**src/source/dzcpuPkg.sv**
```systemverilog
`default_nettype none

package dzcpuPkg;

	//////////////////////////////////////////////////////////////////////
	// Micro-op fields
	//////////////////////////////////////////////////////////////////////

	// What the sequencer does after a micro-op
	typedef enum logic [2:0]
	{
		op,
		inc,
		eof,
		incEof,
		// Z set ends the flow with pc stepped, else falls to next uop
		incEofZ
	} uopNextT;

	// Datapath operation of a micro-op
	typedef enum logic [3:0]
	{
		nop, sma, srm, smw, dec16, inc16, jcb,
		bitOp, sx16r, addx16, spc, oneByte
	} uopActT;

	// Operand select, 8-bit registers first, then the pairs
	typedef enum logic [4:0]
	{
		a, c, h, l, spl, sph, pc, hl, ioC, x8, x16, nullSel
	} regSelT;

	// One microcode ROM word, 12 bits
	typedef struct packed
	{
		uopNextT next;
		uopActT  act;
		regSelT  sel;
	} uopT;

	//////////////////////////////////////////////////////////////////////
	// Opcodes and flows
	//////////////////////////////////////////////////////////////////////

	// Decoded opcodes, main page and CB page share this type
	typedef enum logic [7:0]
	{
		mopNop   = 8'h00,
		incC     = 8'h0C,
		ldCn     = 8'h0E,
		jrNz     = 8'h20,
		ldHlNn   = 8'h21,
		ldSpNn   = 8'h31,
		ldHlDecA = 8'h32,
		ldAn     = 8'h3E,
		ldHlA    = 8'h77,
		bit7H    = 8'h7C,
		xorA     = 8'hAF,
		cbPrefix = 8'hCB,
		ldIoCA   = 8'hE2
	} mopT;

	typedef logic [7:0] flowIdxT;

	// Flow start addresses in the microcode ROM
	localparam flowIdxT flowOneByte  = 8'd0;
	localparam flowIdxT flowLdSpNn   = 8'd1;
	localparam flowIdxT flowLdHlNn   = 8'd5;
	localparam flowIdxT flowLdHlDecA = 8'd9;
	localparam flowIdxT flowCb       = 8'd12;
	localparam flowIdxT flowBit7H    = 8'd15;
	localparam flowIdxT flowJrNz     = 8'd16;
	localparam flowIdxT flowLdCn     = 8'd23;
	localparam flowIdxT flowLdAn     = 8'd26;
	localparam flowIdxT flowLdIoCA   = 8'd29;
	localparam flowIdxT flowIncC     = 8'd32;
	localparam flowIdxT flowLdHlA    = 8'd33;

	// Fetch and decode phases of the sequencer
	typedef enum logic [1:0]
	{
		fetchAddr, fetchWait, decode, execute
	} fetchStateT;

endpackage

`default_nettype wire

```
**src/source/dzcpuFlowLut.sv**
```systemverilog
`timescale 1ns/1ps
`default_nettype none

module dzcpuFlowLut
(
	input  wire dzcpuPkg::mopT      mop,
	input  wire                     cbPage,
	output dzcpuPkg::flowIdxT       flowIdx
);

	// Opcode to flow start, two pages
	always_comb
	begin
		flowIdx = dzcpuPkg::flowOneByte;
		if (cbPage)
		begin
			// CB page, only BIT 7,H has a flow
			case (mop)
			dzcpuPkg::bit7H: flowIdx = dzcpuPkg::flowBit7H;
			default:         flowIdx = dzcpuPkg::flowOneByte;
			endcase
		end
		else
		begin
			case (mop)
			dzcpuPkg::ldSpNn:   flowIdx = dzcpuPkg::flowLdSpNn;
			dzcpuPkg::ldHlNn:   flowIdx = dzcpuPkg::flowLdHlNn;
			dzcpuPkg::ldHlDecA: flowIdx = dzcpuPkg::flowLdHlDecA;
			dzcpuPkg::cbPrefix: flowIdx = dzcpuPkg::flowCb;
			dzcpuPkg::jrNz:     flowIdx = dzcpuPkg::flowJrNz;
			dzcpuPkg::ldCn:     flowIdx = dzcpuPkg::flowLdCn;
			dzcpuPkg::ldAn:     flowIdx = dzcpuPkg::flowLdAn;
			dzcpuPkg::ldIoCA:   flowIdx = dzcpuPkg::flowLdIoCA;
			dzcpuPkg::incC:     flowIdx = dzcpuPkg::flowIncC;
			dzcpuPkg::ldHlA:    flowIdx = dzcpuPkg::flowLdHlA;
			// One-byte ops share flow 0
			dzcpuPkg::xorA:     flowIdx = dzcpuPkg::flowOneByte;
			dzcpuPkg::mopNop:   flowIdx = dzcpuPkg::flowOneByte;
			// Anything else runs as NOP
			default:            flowIdx = dzcpuPkg::flowOneByte;
			endcase
		end
	end

endmodule

`default_nettype wire

```
**src/source/dzcpuUcodeRom.sv**
```systemverilog
`timescale 1ns/1ps
`default_nettype none

module dzcpuUcodeRom
(
	input  wire dzcpuPkg::flowIdxT  uAddr,
	output dzcpuPkg::uopT           uop
);

	always_comb
	begin
		case (uAddr)
		// Shared one-byte op, XOR A or NOP
		dzcpuPkg::flowOneByte:
			uop = '{dzcpuPkg::eof, dzcpuPkg::oneByte, dzcpuPkg::a};

		// LD SP,nn, two reads in flight back to back
		dzcpuPkg::flowLdSpNn:         uop = '{dzcpuPkg::inc, dzcpuPkg::sma, dzcpuPkg::pc};
		dzcpuPkg::flowLdSpNn + 8'd1:  uop = '{dzcpuPkg::inc, dzcpuPkg::sma, dzcpuPkg::pc};
		dzcpuPkg::flowLdSpNn + 8'd2:  uop = '{dzcpuPkg::op, dzcpuPkg::srm, dzcpuPkg::spl};
		dzcpuPkg::flowLdSpNn + 8'd3:  uop = '{dzcpuPkg::eof, dzcpuPkg::srm, dzcpuPkg::sph};

		// LD HL,nn
		dzcpuPkg::flowLdHlNn:         uop = '{dzcpuPkg::inc, dzcpuPkg::sma, dzcpuPkg::pc};
		dzcpuPkg::flowLdHlNn + 8'd1:  uop = '{dzcpuPkg::inc, dzcpuPkg::sma, dzcpuPkg::pc};
		dzcpuPkg::flowLdHlNn + 8'd2:  uop = '{dzcpuPkg::op, dzcpuPkg::srm, dzcpuPkg::l};
		dzcpuPkg::flowLdHlNn + 8'd3:  uop = '{dzcpuPkg::eof, dzcpuPkg::srm, dzcpuPkg::h};

		// LD (HL-),A
		dzcpuPkg::flowLdHlDecA:        uop = '{dzcpuPkg::op, dzcpuPkg::sma, dzcpuPkg::hl};
		dzcpuPkg::flowLdHlDecA + 8'd1: uop = '{dzcpuPkg::op, dzcpuPkg::smw, dzcpuPkg::a};
		// Write strobe is out this cycle, HL steps after it
		dzcpuPkg::flowLdHlDecA + 8'd2: uop = '{dzcpuPkg::eof, dzcpuPkg::dec16, dzcpuPkg::hl};

		// CB prefix, read the second byte and redecode
		dzcpuPkg::flowCb:         uop = '{dzcpuPkg::op, dzcpuPkg::sma, dzcpuPkg::pc};
		dzcpuPkg::flowCb + 8'd1:  uop = '{dzcpuPkg::op, dzcpuPkg::nop, dzcpuPkg::nullSel};
		dzcpuPkg::flowCb + 8'd2:  uop = '{dzcpuPkg::op, dzcpuPkg::jcb, dzcpuPkg::nullSel};

		// BIT 7,H
		dzcpuPkg::flowBit7H:      uop = '{dzcpuPkg::eof, dzcpuPkg::bitOp, dzcpuPkg::h};

		// JR NZ,n
		dzcpuPkg::flowJrNz:         uop = '{dzcpuPkg::op, dzcpuPkg::sma, dzcpuPkg::pc};
		dzcpuPkg::flowJrNz + 8'd1:  uop = '{dzcpuPkg::op, dzcpuPkg::nop, dzcpuPkg::nullSel};
		// Z set falls through past the offset, else keep x8
		dzcpuPkg::flowJrNz + 8'd2:  uop = '{dzcpuPkg::incEofZ, dzcpuPkg::srm, dzcpuPkg::x8};
		dzcpuPkg::flowJrNz + 8'd3:  uop = '{dzcpuPkg::inc, dzcpuPkg::nop, dzcpuPkg::nullSel};
		// x16 = pc
		dzcpuPkg::flowJrNz + 8'd4:  uop = '{dzcpuPkg::op, dzcpuPkg::sx16r, dzcpuPkg::pc};
		// x16 += sign extended x8
		dzcpuPkg::flowJrNz + 8'd5:  uop = '{dzcpuPkg::op, dzcpuPkg::addx16, dzcpuPkg::x8};
		dzcpuPkg::flowJrNz + 8'd6:  uop = '{dzcpuPkg::eof, dzcpuPkg::spc, dzcpuPkg::x16};

		// LD C,n
		dzcpuPkg::flowLdCn:         uop = '{dzcpuPkg::op, dzcpuPkg::sma, dzcpuPkg::pc};
		dzcpuPkg::flowLdCn + 8'd1:  uop = '{dzcpuPkg::inc, dzcpuPkg::nop, dzcpuPkg::nullSel};
		dzcpuPkg::flowLdCn + 8'd2:  uop = '{dzcpuPkg::eof, dzcpuPkg::srm, dzcpuPkg::c};

		// LD A,n
		dzcpuPkg::flowLdAn:         uop = '{dzcpuPkg::op, dzcpuPkg::sma, dzcpuPkg::pc};
		dzcpuPkg::flowLdAn + 8'd1:  uop = '{dzcpuPkg::inc, dzcpuPkg::nop, dzcpuPkg::nullSel};
		dzcpuPkg::flowLdAn + 8'd2:  uop = '{dzcpuPkg::eof, dzcpuPkg::srm, dzcpuPkg::a};

		// LD (FF00+C),A
		dzcpuPkg::flowLdIoCA:        uop = '{dzcpuPkg::op, dzcpuPkg::sma, dzcpuPkg::ioC};
		dzcpuPkg::flowLdIoCA + 8'd1: uop = '{dzcpuPkg::op, dzcpuPkg::smw, dzcpuPkg::a};
		dzcpuPkg::flowLdIoCA + 8'd2: uop = '{dzcpuPkg::eof, dzcpuPkg::nop, dzcpuPkg::nullSel};

		// INC C
		dzcpuPkg::flowIncC:       uop = '{dzcpuPkg::eof, dzcpuPkg::inc16, dzcpuPkg::c};

		// LD (HL),A
		dzcpuPkg::flowLdHlA:        uop = '{dzcpuPkg::op, dzcpuPkg::sma, dzcpuPkg::hl};
		dzcpuPkg::flowLdHlA + 8'd1: uop = '{dzcpuPkg::op, dzcpuPkg::smw, dzcpuPkg::a};
		dzcpuPkg::flowLdHlA + 8'd2: uop = '{dzcpuPkg::eof, dzcpuPkg::nop, dzcpuPkg::nullSel};

		default:
			uop = '{dzcpuPkg::op, dzcpuPkg::nop, dzcpuPkg::nullSel};
		endcase
	end

endmodule

`default_nettype wire

```
**src/source/dzcpuSequencer.sv**
```systemverilog
`timescale 1ns/1ps
`default_nettype none

module dzcpuSequencer
(
	input  wire                        clock,
	input  wire                        rst,
	input  wire dzcpuPkg::uopT         uop,
	input  wire dzcpuPkg::flowIdxT     flowIdx,
	input  wire                        zFlag,
	input  wire [7:0]                  opWord,
	output dzcpuPkg::flowIdxT          uAddr,
	output dzcpuPkg::mopT              mop,
	output logic                       cbPage,
	output logic                       exec,
	output dzcpuPkg::fetchStateT       fetchState
);

	// Micro program counter
	dzcpuPkg::flowIdxT uPc;
	// First uop of a flow comes straight from the lookup table
	logic flowStart;

	assign mop = dzcpuPkg::mopT'(opWord);
	assign uAddr = flowStart ? flowIdx : uPc;
	assign exec = (fetchState == dzcpuPkg::execute);

	//////////////////////////////////////////////////////////////////////
	// Fetch FSM and uop stepping
	//////////////////////////////////////////////////////////////////////

	always_ff @(posedge clock)
	begin
		if (rst)
		begin
			fetchState <= dzcpuPkg::fetchAddr;
			uPc <= '0;
			flowStart <= 1'b0;
			cbPage <= 1'b0;
		end
		else
		begin
			case (fetchState)
			dzcpuPkg::fetchAddr:
				fetchState <= dzcpuPkg::fetchWait;
			dzcpuPkg::fetchWait:
				fetchState <= dzcpuPkg::decode;
			// Opcode latched here, flow start used next cycle
			dzcpuPkg::decode:
			begin
				fetchState <= dzcpuPkg::execute;
				flowStart <= 1'b1;
			end
			default:
			begin
				flowStart <= 1'b0;
				cbPage <= 1'b0;
				if (uop.act == dzcpuPkg::jcb)
				begin
					// Second decode pass on the CB page
					fetchState <= dzcpuPkg::decode;
					cbPage <= 1'b1;
				end
				else
				begin
					case (uop.next)
					dzcpuPkg::eof, dzcpuPkg::incEof:
						fetchState <= dzcpuPkg::fetchAddr;
					dzcpuPkg::incEofZ:
						if (zFlag)
							fetchState <= dzcpuPkg::fetchAddr;
						else
							uPc <= uAddr + 8'd1;
					dzcpuPkg::op, dzcpuPkg::inc:
						uPc <= uAddr + 8'd1;
					// Bad sequencing code, back to fetch
					default:
						fetchState <= dzcpuPkg::fetchAddr;
					endcase
				end
			end
			endcase
		end
	end

endmodule

`default_nettype wire

```
**src/source/dzcpuDatapath.sv**
```systemverilog
`timescale 1ns/1ps
`default_nettype none

module dzcpuDatapath
(
	input  wire                    clock,
	input  wire                    rst,
	input  wire dzcpuPkg::uopT     uop,
	input  wire                    exec,
	input  wire dzcpuPkg::fetchStateT fetchState,
	input  wire [7:0]              memRdData,
	output logic [15:0]            memAddr,
	output logic [7:0]             memWrData,
	output logic                   memWe,
	output logic                   opFetch,
	output logic                   zFlag,
	output logic [7:0]             opWord
);

	// Register file and scratch
	logic [7:0]  regA, regC, regH, regL, x8;
	logic [15:0] sp, pc, x16;

	// Operand reads
	logic [7:0]  rd8;
	logic [15:0] rd16;
	logic        isPair;
	logic [15:0] stepIn, stepOut;

	// Writeback and flag control
	logic        wr8, wr16, zWr, zNext, pcStep;
	logic [7:0]  wrData8;

	always_comb
	begin
		case (uop.sel)
		dzcpuPkg::a:   rd8 = regA;
		dzcpuPkg::c:   rd8 = regC;
		dzcpuPkg::h:   rd8 = regH;
		dzcpuPkg::l:   rd8 = regL;
		dzcpuPkg::spl: rd8 = sp[7:0];
		dzcpuPkg::sph: rd8 = sp[15:8];
		dzcpuPkg::x8:  rd8 = x8;
		default:       rd8 = 8'h00;
		endcase
		case (uop.sel)
		dzcpuPkg::pc:  rd16 = pc;
		dzcpuPkg::hl:  rd16 = {regH, regL};
		// High page I/O
		dzcpuPkg::ioC: rd16 = {8'hFF, regC};
		dzcpuPkg::x16: rd16 = x16;
		default:       rd16 = 16'h0000;
		endcase
	end

	// Increment and decrement share one adder, pairs use all 16 bits
	assign isPair = uop.sel inside {dzcpuPkg::pc, dzcpuPkg::hl, dzcpuPkg::x16};
	assign stepIn = isPair ? rd16 : {8'h00, rd8};
	assign stepOut = (uop.act == dzcpuPkg::inc16) ? stepIn + 16'd1 : stepIn - 16'd1;

	always_comb
	begin
		wr8 = 1'b0;
		wr16 = 1'b0;
		zWr = 1'b0;
		wrData8 = memRdData;
		if (exec)
		begin
			case (uop.act)
			dzcpuPkg::srm:
				wr8 = 1'b1;
			dzcpuPkg::inc16, dzcpuPkg::dec16:
				if (isPair)
					wr16 = 1'b1;
				else
				begin
					// 8-bit step updates Z, pairs leave flags alone
					wr8 = 1'b1;
					wrData8 = stepOut[7:0];
					zWr = 1'b1;
				end
			dzcpuPkg::oneByte:
				if (opWord == dzcpuPkg::xorA)
				begin
					wr8 = 1'b1;
					wrData8 = regA ^ rd8;
					zWr = 1'b1;
				end
			dzcpuPkg::bitOp:
				zWr = 1'b1;
			default:
				wr8 = 1'b0;
			endcase
		end
	end

	// BIT copies the inverted bit, else Z means zero result
	assign zNext = (uop.act == dzcpuPkg::bitOp) ? ~rd8[7] : (wrData8 == 8'h00);
	assign pcStep = exec && (uop.next == dzcpuPkg::inc || uop.next == dzcpuPkg::incEof
		|| (uop.next == dzcpuPkg::incEofZ && zFlag));

	//////////////////////////////////////////////////////////////////////
	// Control state
	//////////////////////////////////////////////////////////////////////

	always_ff @(posedge clock)
	begin
		if (rst)
		begin
			pc <= 16'h0000;
			zFlag <= 1'b0;
			memWe <= 1'b0;
			opFetch <= 1'b0;
		end
		else
		begin
			memWe <= exec && (uop.act == dzcpuPkg::smw);
			// Marks the cycle memAddr holds an opcode address
			opFetch <= (fetchState == dzcpuPkg::fetchAddr);
			if (fetchState == dzcpuPkg::decode)
				pc <= pc + 16'd1;
			else if (exec && uop.act == dzcpuPkg::spc)
				pc <= rd16;
			else if (wr16 && uop.sel == dzcpuPkg::pc)
				pc <= stepOut;
			else if (pcStep)
				pc <= pc + 16'd1;
			if (zWr)
				zFlag <= zNext;
		end
	end

	//////////////////////////////////////////////////////////////////////
	// Registers and memory port payload
	//////////////////////////////////////////////////////////////////////

	always_ff @(posedge clock)
	begin
		if (fetchState == dzcpuPkg::fetchAddr)
			memAddr <= pc;
		else if (exec && uop.act == dzcpuPkg::sma)
			memAddr <= rd16;
		if (exec && uop.act == dzcpuPkg::smw)
			memWrData <= rd8;
		// Opcode, or the CB operand on the second pass
		if (fetchState == dzcpuPkg::decode)
			opWord <= memRdData;
		if (exec && uop.act == dzcpuPkg::sx16r)
			x16 <= rd16;
		if (exec && uop.act == dzcpuPkg::addx16)
			x16 <= x16 + {{8{rd8[7]}}, rd8};
		if (wr16 && uop.sel == dzcpuPkg::x16)
			x16 <= stepOut;
		if (wr16 && uop.sel == dzcpuPkg::hl)
			{regH, regL} <= stepOut;
		if (wr8)
		begin
			case (uop.sel)
			dzcpuPkg::a:   regA <= wrData8;
			dzcpuPkg::c:   regC <= wrData8;
			dzcpuPkg::h:   regH <= wrData8;
			dzcpuPkg::l:   regL <= wrData8;
			dzcpuPkg::spl: sp[7:0] <= wrData8;
			dzcpuPkg::sph: sp[15:8] <= wrData8;
			dzcpuPkg::x8:  x8 <= wrData8;
			default:       regA <= regA;
			endcase
		end
	end

endmodule

`default_nettype wire

```
**src/source/dzcpuTop.sv**
```systemverilog
`timescale 1ns/1ps
`default_nettype none

module dzcpuTop
(
	input  wire         clock,
	input  wire         rst,
	input  wire [7:0]   memRdData,
	output wire [15:0]  memAddr,
	output wire [7:0]   memWrData,
	output wire         memWe,
	output wire         opFetch
);

	// Sequencer to ROM and lookup table
	wire dzcpuPkg::flowIdxT    uAddr;
	wire dzcpuPkg::flowIdxT    flowIdx;
	wire dzcpuPkg::mopT        mop;
	wire                       cbPage;
	wire dzcpuPkg::uopT        uop;

	// Sequencer and datapath handshake
	wire                       exec;
	wire dzcpuPkg::fetchStateT fetchState;
	wire                       zFlag;
	wire [7:0]                 opWord;

	dzcpuSequencer seq
	(
		.clock(clock), .rst(rst), .uop(uop), .flowIdx(flowIdx),
		.zFlag(zFlag), .opWord(opWord), .uAddr(uAddr), .mop(mop),
		.cbPage(cbPage), .exec(exec), .fetchState(fetchState)
	);

	dzcpuFlowLut lut (.mop(mop), .cbPage(cbPage), .flowIdx(flowIdx));

	dzcpuUcodeRom rom (.uAddr(uAddr), .uop(uop));

	dzcpuDatapath dp
	(
		.clock(clock), .rst(rst), .uop(uop), .exec(exec),
		.fetchState(fetchState), .memRdData(memRdData), .memAddr(memAddr),
		.memWrData(memWrData), .memWe(memWe), .opFetch(opFetch),
		.zFlag(zFlag), .opWord(opWord)
	);

endmodule

`default_nettype wire

```
**config.mk**
```make
export PLATFORM = sky130hd
export DESIGN_NAME = dzcpuTop
export DESIGN_NICKNAME = d
export VERILOG_FILES = /design/src/source/dzcpuPkg.sv /design/src/source/dzcpuFlowLut.sv /design/src/source/dzcpuUcodeRom.sv /design/src/source/dzcpuSequencer.sv /design/src/source/dzcpuDatapath.sv /design/src/source/dzcpuTop.sv
export SDC_FILE = /design/constraint.sdc
export NUM_CORES = 1
export LEC_CHECK = 0
export BUFFER_PORTS_ARGS = -buffer_cell sky130_fd_sc_hd__buf_2
export CAP_MARGIN = 15
export CORE_UTILIZATION = 32
export DETAILED_ROUTE_END_ITERATION = 16
export GPL_ROUTABILITY_DRIVEN = 0
export GPL_TIMING_DRIVEN = 1
export PLACE_DENSITY_LB_ADDON = 0.3
export SKIP_LAST_GASP = 1
export SLEW_MARGIN = 40
export SYNTH_ARGS = -nofsm -noshare
export SYNTH_HDL_FRONTEND = slang
export SYNTH_SLANG_ARGS = --single-unit
```
**constraint.sdc**
```tcl
create_clock -name clock -period 10.82 [get_ports clock]
set_input_delay 1.623 -clock clock [delete_from_list [all_inputs] [get_ports clock]]
set_output_delay 1.623 -clock clock [all_outputs]
set_load 0.1 [all_outputs]
```
## After elaboration in Yosys (flattened, before gate mapping)

Memories as Yosys holds them, arrays and structs flattened.
Index checks and enable logic that the tools add are counted.

| storage, ports and cells | value |
|---|---|
| flip-flop bits (word level) | 135 |
| bits in read-only memories | 704 |
| input port bits | 10 |
| output and inout port bits | 26 |
| word-level logic and storage cells | 150 |
| memories kept | 1 |

Memories:

| memory | words | bits a word | rd ports | clocked after memory_dff | wr ports | RTL line | text |
|---|---|---|---|---|---|---|---|
| (no name shown) | 64 | 11 | 1 | 0 | 0 | dzcpuUcodeRom.sv:12 | `case (uAddr)` |

| operators by class | value |
|---|---|
| $add $sub $neg | 5 |
| eq/ne operators | 42 |
| muxes and demuxes | 46 |
| bitwise gates (word level) | 4 |
| reductions and logical operators | 33 |

Operator list:

| operator | count |
|---|---|
| 16-bit 2-to-1 mux | 11 |
| 8-bit 2-to-1 mux | 12 |
| 16-bit case mux with 4 select lines | 1 |
| 6-bit case mux with 10 select lines | 1 |
| 8-bit case mux with 7 select lines | 1 |
| 8-bit by 6-bit equality test with 1-bit output, second input constant | 5 |
| 16-bit by 1-bit adder with 16-bit output, second input constant | 2 |
| 8-bit case mux with 2 select lines | 2 |
| 8-bit equality test, second input constant | 3 |
| 5-bit by 3-bit equality test with 1-bit output, second input constant | 4 |
| 16-bit adder | 1 |
| 4-bit by 3-bit equality test with 1-bit output, second input constant | 4 |
| 4-bit equality test, second input constant | 4 |
| 8-bit by 4-bit equality test with 1-bit output, second input constant | 2 |
| 8-bit by 7-bit equality test with 1-bit output, second input constant | 2 |
| 16-bit by 1-bit subtractor with 16-bit output, second input constant | 1 |
| 5-bit by 4-bit equality test with 1-bit output, second input constant | 3 |
| 12-bit 2-to-1 mux | 1 |
| 2-bit AND reduction | 6 |
| 5-bit by 2-bit equality test with 1-bit output, second input constant | 2 |
| 1-bit logical AND | 10 |
| 1-bit 2-to-1 mux | 9 |
| 8-bit by 1-bit adder with 8-bit output, second input constant | 1 |
| 4-bit by 2-bit equality test with 1-bit output, second input constant | 2 |
| other kinds (29) | 40 |

## Logic depth before layout (Yosys ltp)

| depth | value |
|---|---|
| depth after elaboration | 16 |
| mapped depth | 36 |
| gate-level depth less buffers | 32 |

## Modules after synthesis

Synthesis repeated with hierarchy kept, for this count alone.

| second synthesis, totals | value |
|---|---|
| cells, all modules | 1162 |
| area total of the unflattened synthesis | 10097.2 sq um |

Modules (own cells, without submodules):

| module | instances | cells each | area an instance (sq um) | seq. area each (sq um) |
|---|---|---|---|---|
| dzcpuDatapath | 1 | 907 | 8179.1 | 3343.2 |
| dzcpuSequencer | 1 | 100 | 879.6 | 240.2 |
| dzcpuUcodeRom | 1 | 109 | 689.4 | 0.0 |
| dzcpuFlowLut | 1 | 46 | 349.1 | 0.0 |

## Worst setup path before layout

OpenSTA, ideal clock, no wires.

| timing path | value |
|---|---|
| path type | flip-flop to flip-flop |
| start | reg dp.opWord[2] |
| end | reg dp.regH[6] |
| library setup time | 74 ps |
| arrival time | 6933 ps |
| data required time | 10746 ps |
| path slack | 3813 ps |
| stages on the path, launching flop included | 36 |
| buffers on the path | 5 |
| clock period less this slack | 7007 ps |
| cell sequence | edfxtp_1 > buf_2 > or3b_4 > a211oi_1 > nor4b_2 > or2_2 > clkbuf_1 > ha_1 > buf_1 > inv_1 > a21oi_1 > o21ai_0 > and3_1 > clkbuf_1 > nor2_1 > clkbuf_1 > nor3_1 > a222oi_1 > a21boi_0 > mux2i_1 > fa_1 > a21o_1 > a21oi_1 > o21bai_1 > a21oi_1 > o21bai_1 > a21oi_1 > o21bai_1 > a21oi_1 > o21bai_1 > a21oi_1 > o21bai_1 > a21oi_1 > xnor2_1 > nand2_1 > a31oi_1 |

| on the way | value |
|---|---|
| cells in the longest elaborated chain, start to end | 16 |
| elaborated cells between the ends (all ways) | 57 |
| classes of those cells | add/sub (2); eq/ne (26); mux (23); bitwise (1); reduce/logical (4); memory (1) |

RTL lines:

| what | RTL line | text |
|---|---|---|
| start, declared | dzcpuDatapath.sv:17 | `output logic [7:0] opWord` |
| start signal, assigned | dzcpuDatapath.sv:147 | `opWord <= memRdData;` |
| 8-bit by 7-bit equality test with 1-bit output, or another cell as far along | dzcpuFlowLut.sv:25 | `case (mop)` |
| 6-bit case mux with 10 select lines / 4-bit 2-to-1 mux (equally long branches) | dzcpuFlowLut.sv:25, dzcpuFlowLut.sv:18 |  |
| 8-bit 2-to-1 mux | dzcpuFlowLut.sv:15 | `if (cbPage)` |
| 8-bit 2-to-1 mux | dzcpuSequencer.sv:25 | `assign uAddr = flowStart ? flowIdx : uPc;` |
| memory read 64 x 11 bit | n/a |  |
| 12-bit 2-to-1 mux | dzcpuUcodeRom.sv:12 |  |
| 5-bit by 4-bit equality test with 1-bit output, or another cell as far along | dzcpuDatapath.sv:36 | `case (uop.sel)` |
| 8-bit case mux with 7 select lines, or another cell as far along | dzcpuDatapath.sv:36 |  |
| 16-bit 2-to-1 mux | dzcpuDatapath.sv:58 | `assign stepIn = isPair ? rd16 : {8'h00, rd8};` |
| 16-bit by 1-bit subtractor with 16-bit output / 16-bit by 1-bit adder with 16-bit output (equally long branches) | dzcpuDatapath.sv:59 | `assign stepOut = (uop.act == dzcpuPkg::inc16) ? stepIn + 16'd1 : stepIn - 16'd1;` |
| 16-bit 2-to-1 mux | dzcpuDatapath.sv:59 |  |
| 8-bit 2-to-1 mux | dzcpuDatapath.sv:73 | `if (isPair)` |
| 8-bit case mux with 2 select lines | dzcpuDatapath.sv:69 | `case (uop.act)` |
| 8-bit 2-to-1 mux | dzcpuDatapath.sv:67 | `if (exec)` |
| 8-bit 2-to-1 mux | dzcpuDatapath.sv:158 | `case (uop.sel)` |
| 8-bit 2-to-1 mux (*) | dzcpuDatapath.sv:156 | `if (wr8)` |
| end signal, assigned | dzcpuDatapath.sv:155 | `{regH, regL} <= stepOut;` |
| end signal, assigned | dzcpuDatapath.sv:161 | `dzcpuPkg::h: regH <= wrData8;` |
| end, declared | dzcpuDatapath.sv:21 | `logic [7:0] regA, regC, regH, regL, x8;` |

Mark *: on every way between the ends. The rest lies on a longest branch, timed or not.
A chain may end at the register's enable or synchronous reset.

## Final worst setup path

| timing path | value |
|---|---|
| start | reg dp.opWord[6] |
| end | reg dp.regH[6] |

The elaborated chain is that of the path after synthesis.

==> out/summary.txt <==
Setup WS post-layout: 2.781 ns
Diodes inserted: 0
Initial antenna violation count: 0
Crit path max-delay cell type: nor4b_1
Max-slew violations: 0
Root buf cell: clkbuf_16
Crit Path Category: reg2reg
Mean Syn Cell Area: 8.971 µm²
Clock sink count: 135
Worst-Skew Late Latency: 0.43 ns
Area growth syn-to-layout: 12.51%
Yosys warnings: 0
Clock-pin slew on the worst setup and hold paths: 0.07 ns
CTS tree: done
Hold Crit Class: reg2reg
Dpl hpwl: 20640 µm
Crit-path max cell delay: 0.55 ns
RSZ-0062 raised after global routing: false
Setup crit end kind: register
Vias in the first global route: 7699
Post-synth ARST share: 0%
Drt total wl: 28060 µm
Power Total: 3.324 mW
Via Count: 8271
Worst slew pin tran: 0.7863 ns
Clock buffer depth: 2
Critical Path AT: 8.39 ns
DRC viols: 0
Fill count: 2794
DP Cell Count: 1410
Vias per cell: 5.736
I/O Buffers: 35
Tmin final: 8.039 ns
Area contributors post-synth: edfxtp_1 (28%), dfxtp_1 (10%), ha_1 (5.7%), a21oi_1 (5.4%), nor2_1 (4.2%)
Final antenna-violating net count: 0
Final std cells w/o fill: 1442
Register Area: 3583 µm²
Cell mode on critical path: a21oi_1
Die area: 29700 µm²
H-Tree Depth: 4
1st-iter DRT viols: 1124
Power per cell area: 318.2 nW/µm²
Req. time, crit path: 11.17 ns
Fin Clk Skew: 0.01287 ns
Post-synth EDFFs: 88
Post-synthesis sequential element count: 135
TNS Setup: 0 ns
GRT Overall Usage: 19.60%
Synth Cell Area: 9285 µm²
Post-synth top area share: 28.46%
Post-CTS setup buffer count: 0
Grt total ovfl: 0
Maximum vdd drop: 0.1296 mV
Relative slew slack: 47.58%
Die height: 172.3 µm
Chip Width: 172.3 µm
Footprint of the multi-input gates: 5334 µm²
Num CTS Buffers: 17
Tcrit/Tclk final: 74.30%
Synth Flop Type: edfxtp_1
First drt pass iteration count: 6
CTS resizes: 0
Critical Path Fanout Max: 15
Starting density of the core: 32.97%
Cells after synthesis: 1035
Leading area contributor after synthesis: edfxtp_1
Final hold vios: 0
Fmax: 124.4 MHz
Nets@finish: 1105
# rows: 61
Largest net degree at the start of global routing: 33
Worst Setup Start Kind: register
Syn_nets: 1089
Maxcap violations: 0
Seq/Total Area, Yosys: 38.59%
Drt wl/cell: 19.46 µm
Core area: 28160 µm²
Place WS: 2.985 ns
IO Pins: 36
Hold buffers post-CTS: 0
Cell variety after synth: 91
# setup viols final: 0
Status: finished, final reports clean
Share of layout cells above drive strength 1: 13.82%
Leakage: 4.025 nW
First-pass GRT wire length: 44400 µm
## power by group
part	switching (mW)	total [mW]	internal, mW
Combinational	1.35	2.07	0.722
Clock	0.266	0.590	0.323
Sequential	0.0360	0.660	0.624
## critical path, delay by kind of cell (launching register included)
family / cells / cell delay, ns
muxes: 1 / 0.23
and+or+nand+nor: 8 / 2.60
AOI/OAI and AO/OA: 17 / 3.34
xor gates and xnor gates: 1 / 0.13
adders and majority gates: 2 / 0.98
DFF: 1 / 0.51
buffers and inverters: 1 / 0.14
## per-stage QoR
step | instance area (µm²) | hold WS (ns) | utilization (%)
5_1_grt | 10450 | 0.5403 | 37.09
4_1_cts | 10440 | 0.5173 | 37.05
3_5_place_dp | 9834 | 0.5038 | 34.92
2_1_floorplan | 9285 | 0.4583 | -
6_report | 10450 | 0.5071 | 37.09
3_3_place_gp | 9821 | 0.4977 | 34.87
## final cells by class
type                            count  area share, %
Clock buffer                       18          4.312
Clock inverter                     14          1.437
Inverter                           40          1.461
Multi-Input combinational cell    805          51.06
Sequential cell                   135          34.30
Tap cell                          378          4.527
Timing Repair Buffer               52          2.899
## cell families (layout without fill, tap and decap cells)
kind of cell             count (synthesis)  after routing  share of synthesized area, %
buffers and inverters                   95            124                         4.258
adder cells (fa/ha/maj)                 44             44                         6.091
XOR/XNOR                                39             39                         3.679
multiplexers                            42             42                         4.851
AO/OA/AOI/OAI                          317            317                         22.96
AND/OR/NAND/NOR                        363            363                         19.57
flip-flops                             135            135                         38.59
## state kept, by name, summed over array words and instances, names as in the netlist, 2 cells and up
| signal | cells |
|---|---|
| dp.opWord | 8 |
| dp.memAddr | 16 |
| seq.fetchState | 2 |
| dp.regH | 8 |
| seq.uPc | 8 |
| dp.regA | 8 |
| dp.memWrData | 8 |
| dp.regL | 8 |
| dp.regC | 8 |
| dp.x8 | 8 |
| dp.x16 | 16 |
| dp.sp | 16 |
| dp.pc | 16 |
## placed cells by master (no fill, tap or decap), types with 9 or more instances in the layout
master and n:
nand3_1 24, a211oi_1 10, dfxtp_1 47, nor3b_1 14, nor3_1 28, inv_1 39, nand2_1 94, ha_1 42
nor2_1 100, clkbuf_16 18, a31oi_1 16, buf_4 17, xor2_1 12, a21oi_1 101, o21ai_1 11, and3_1 23
and2_1 12, o21bai_1 19, nand2b_1 9, buf_2 35, o21ai_0 51, xnor2_1 27, edfxtp_1 88, mux2_2 22
mux2i_1 18
## final timing paths
path	start	endpoint	slack, ns	depth (start not counted)
worst min-delay path	seq.cbPage$_SDFFE_PP0N_	seq.cbPage$_SDFFE_PP0N_	0.51	2
worst min register to register	seq.cbPage$_SDFFE_PP0N_	seq.cbPage$_SDFFE_PP0N_	0.51	2
worst max-delay path	dp.opWord[6]$_DFFE_PP_	dp.regH[6]$_DFF_P_	2.78	30
worst max register to register	dp.opWord[6]$_DFFE_PP_	dp.regH[6]$_DFF_P_	2.78	30
## per-layer routing
layer	global-route usage (%)	part of all wire [%]	wire length [µm]	up-vias
li1	-	-	-	3898
met1	28.12	47	13200	3901
met2	29.47	43	12120	411
met3	3.044	7.6	2133	61
met4	7.003	2.2	609	0
met5	0	0	0	-
## cells in the mapped netlist (12+ instances only)
cell type / instances
ha_1: 42
nand2_1: 95
mux2_2: 22
o21ai_0: 52
a31oi_1: 16
mux2i_1: 18
nor3_1: 28
and3_1: 24
and2_1: 12
a21oi_1: 101
xor2_1: 12
inv_1: 39
clkbuf_1: 37
nor3b_1: 14
edfxtp_1: 88
nand3_1: 24
xnor2_1: 27
dfxtp_1: 47
o21bai_1: 19
nor2_1: 103
No activity file was read; power rests on OpenSTA's default activity.
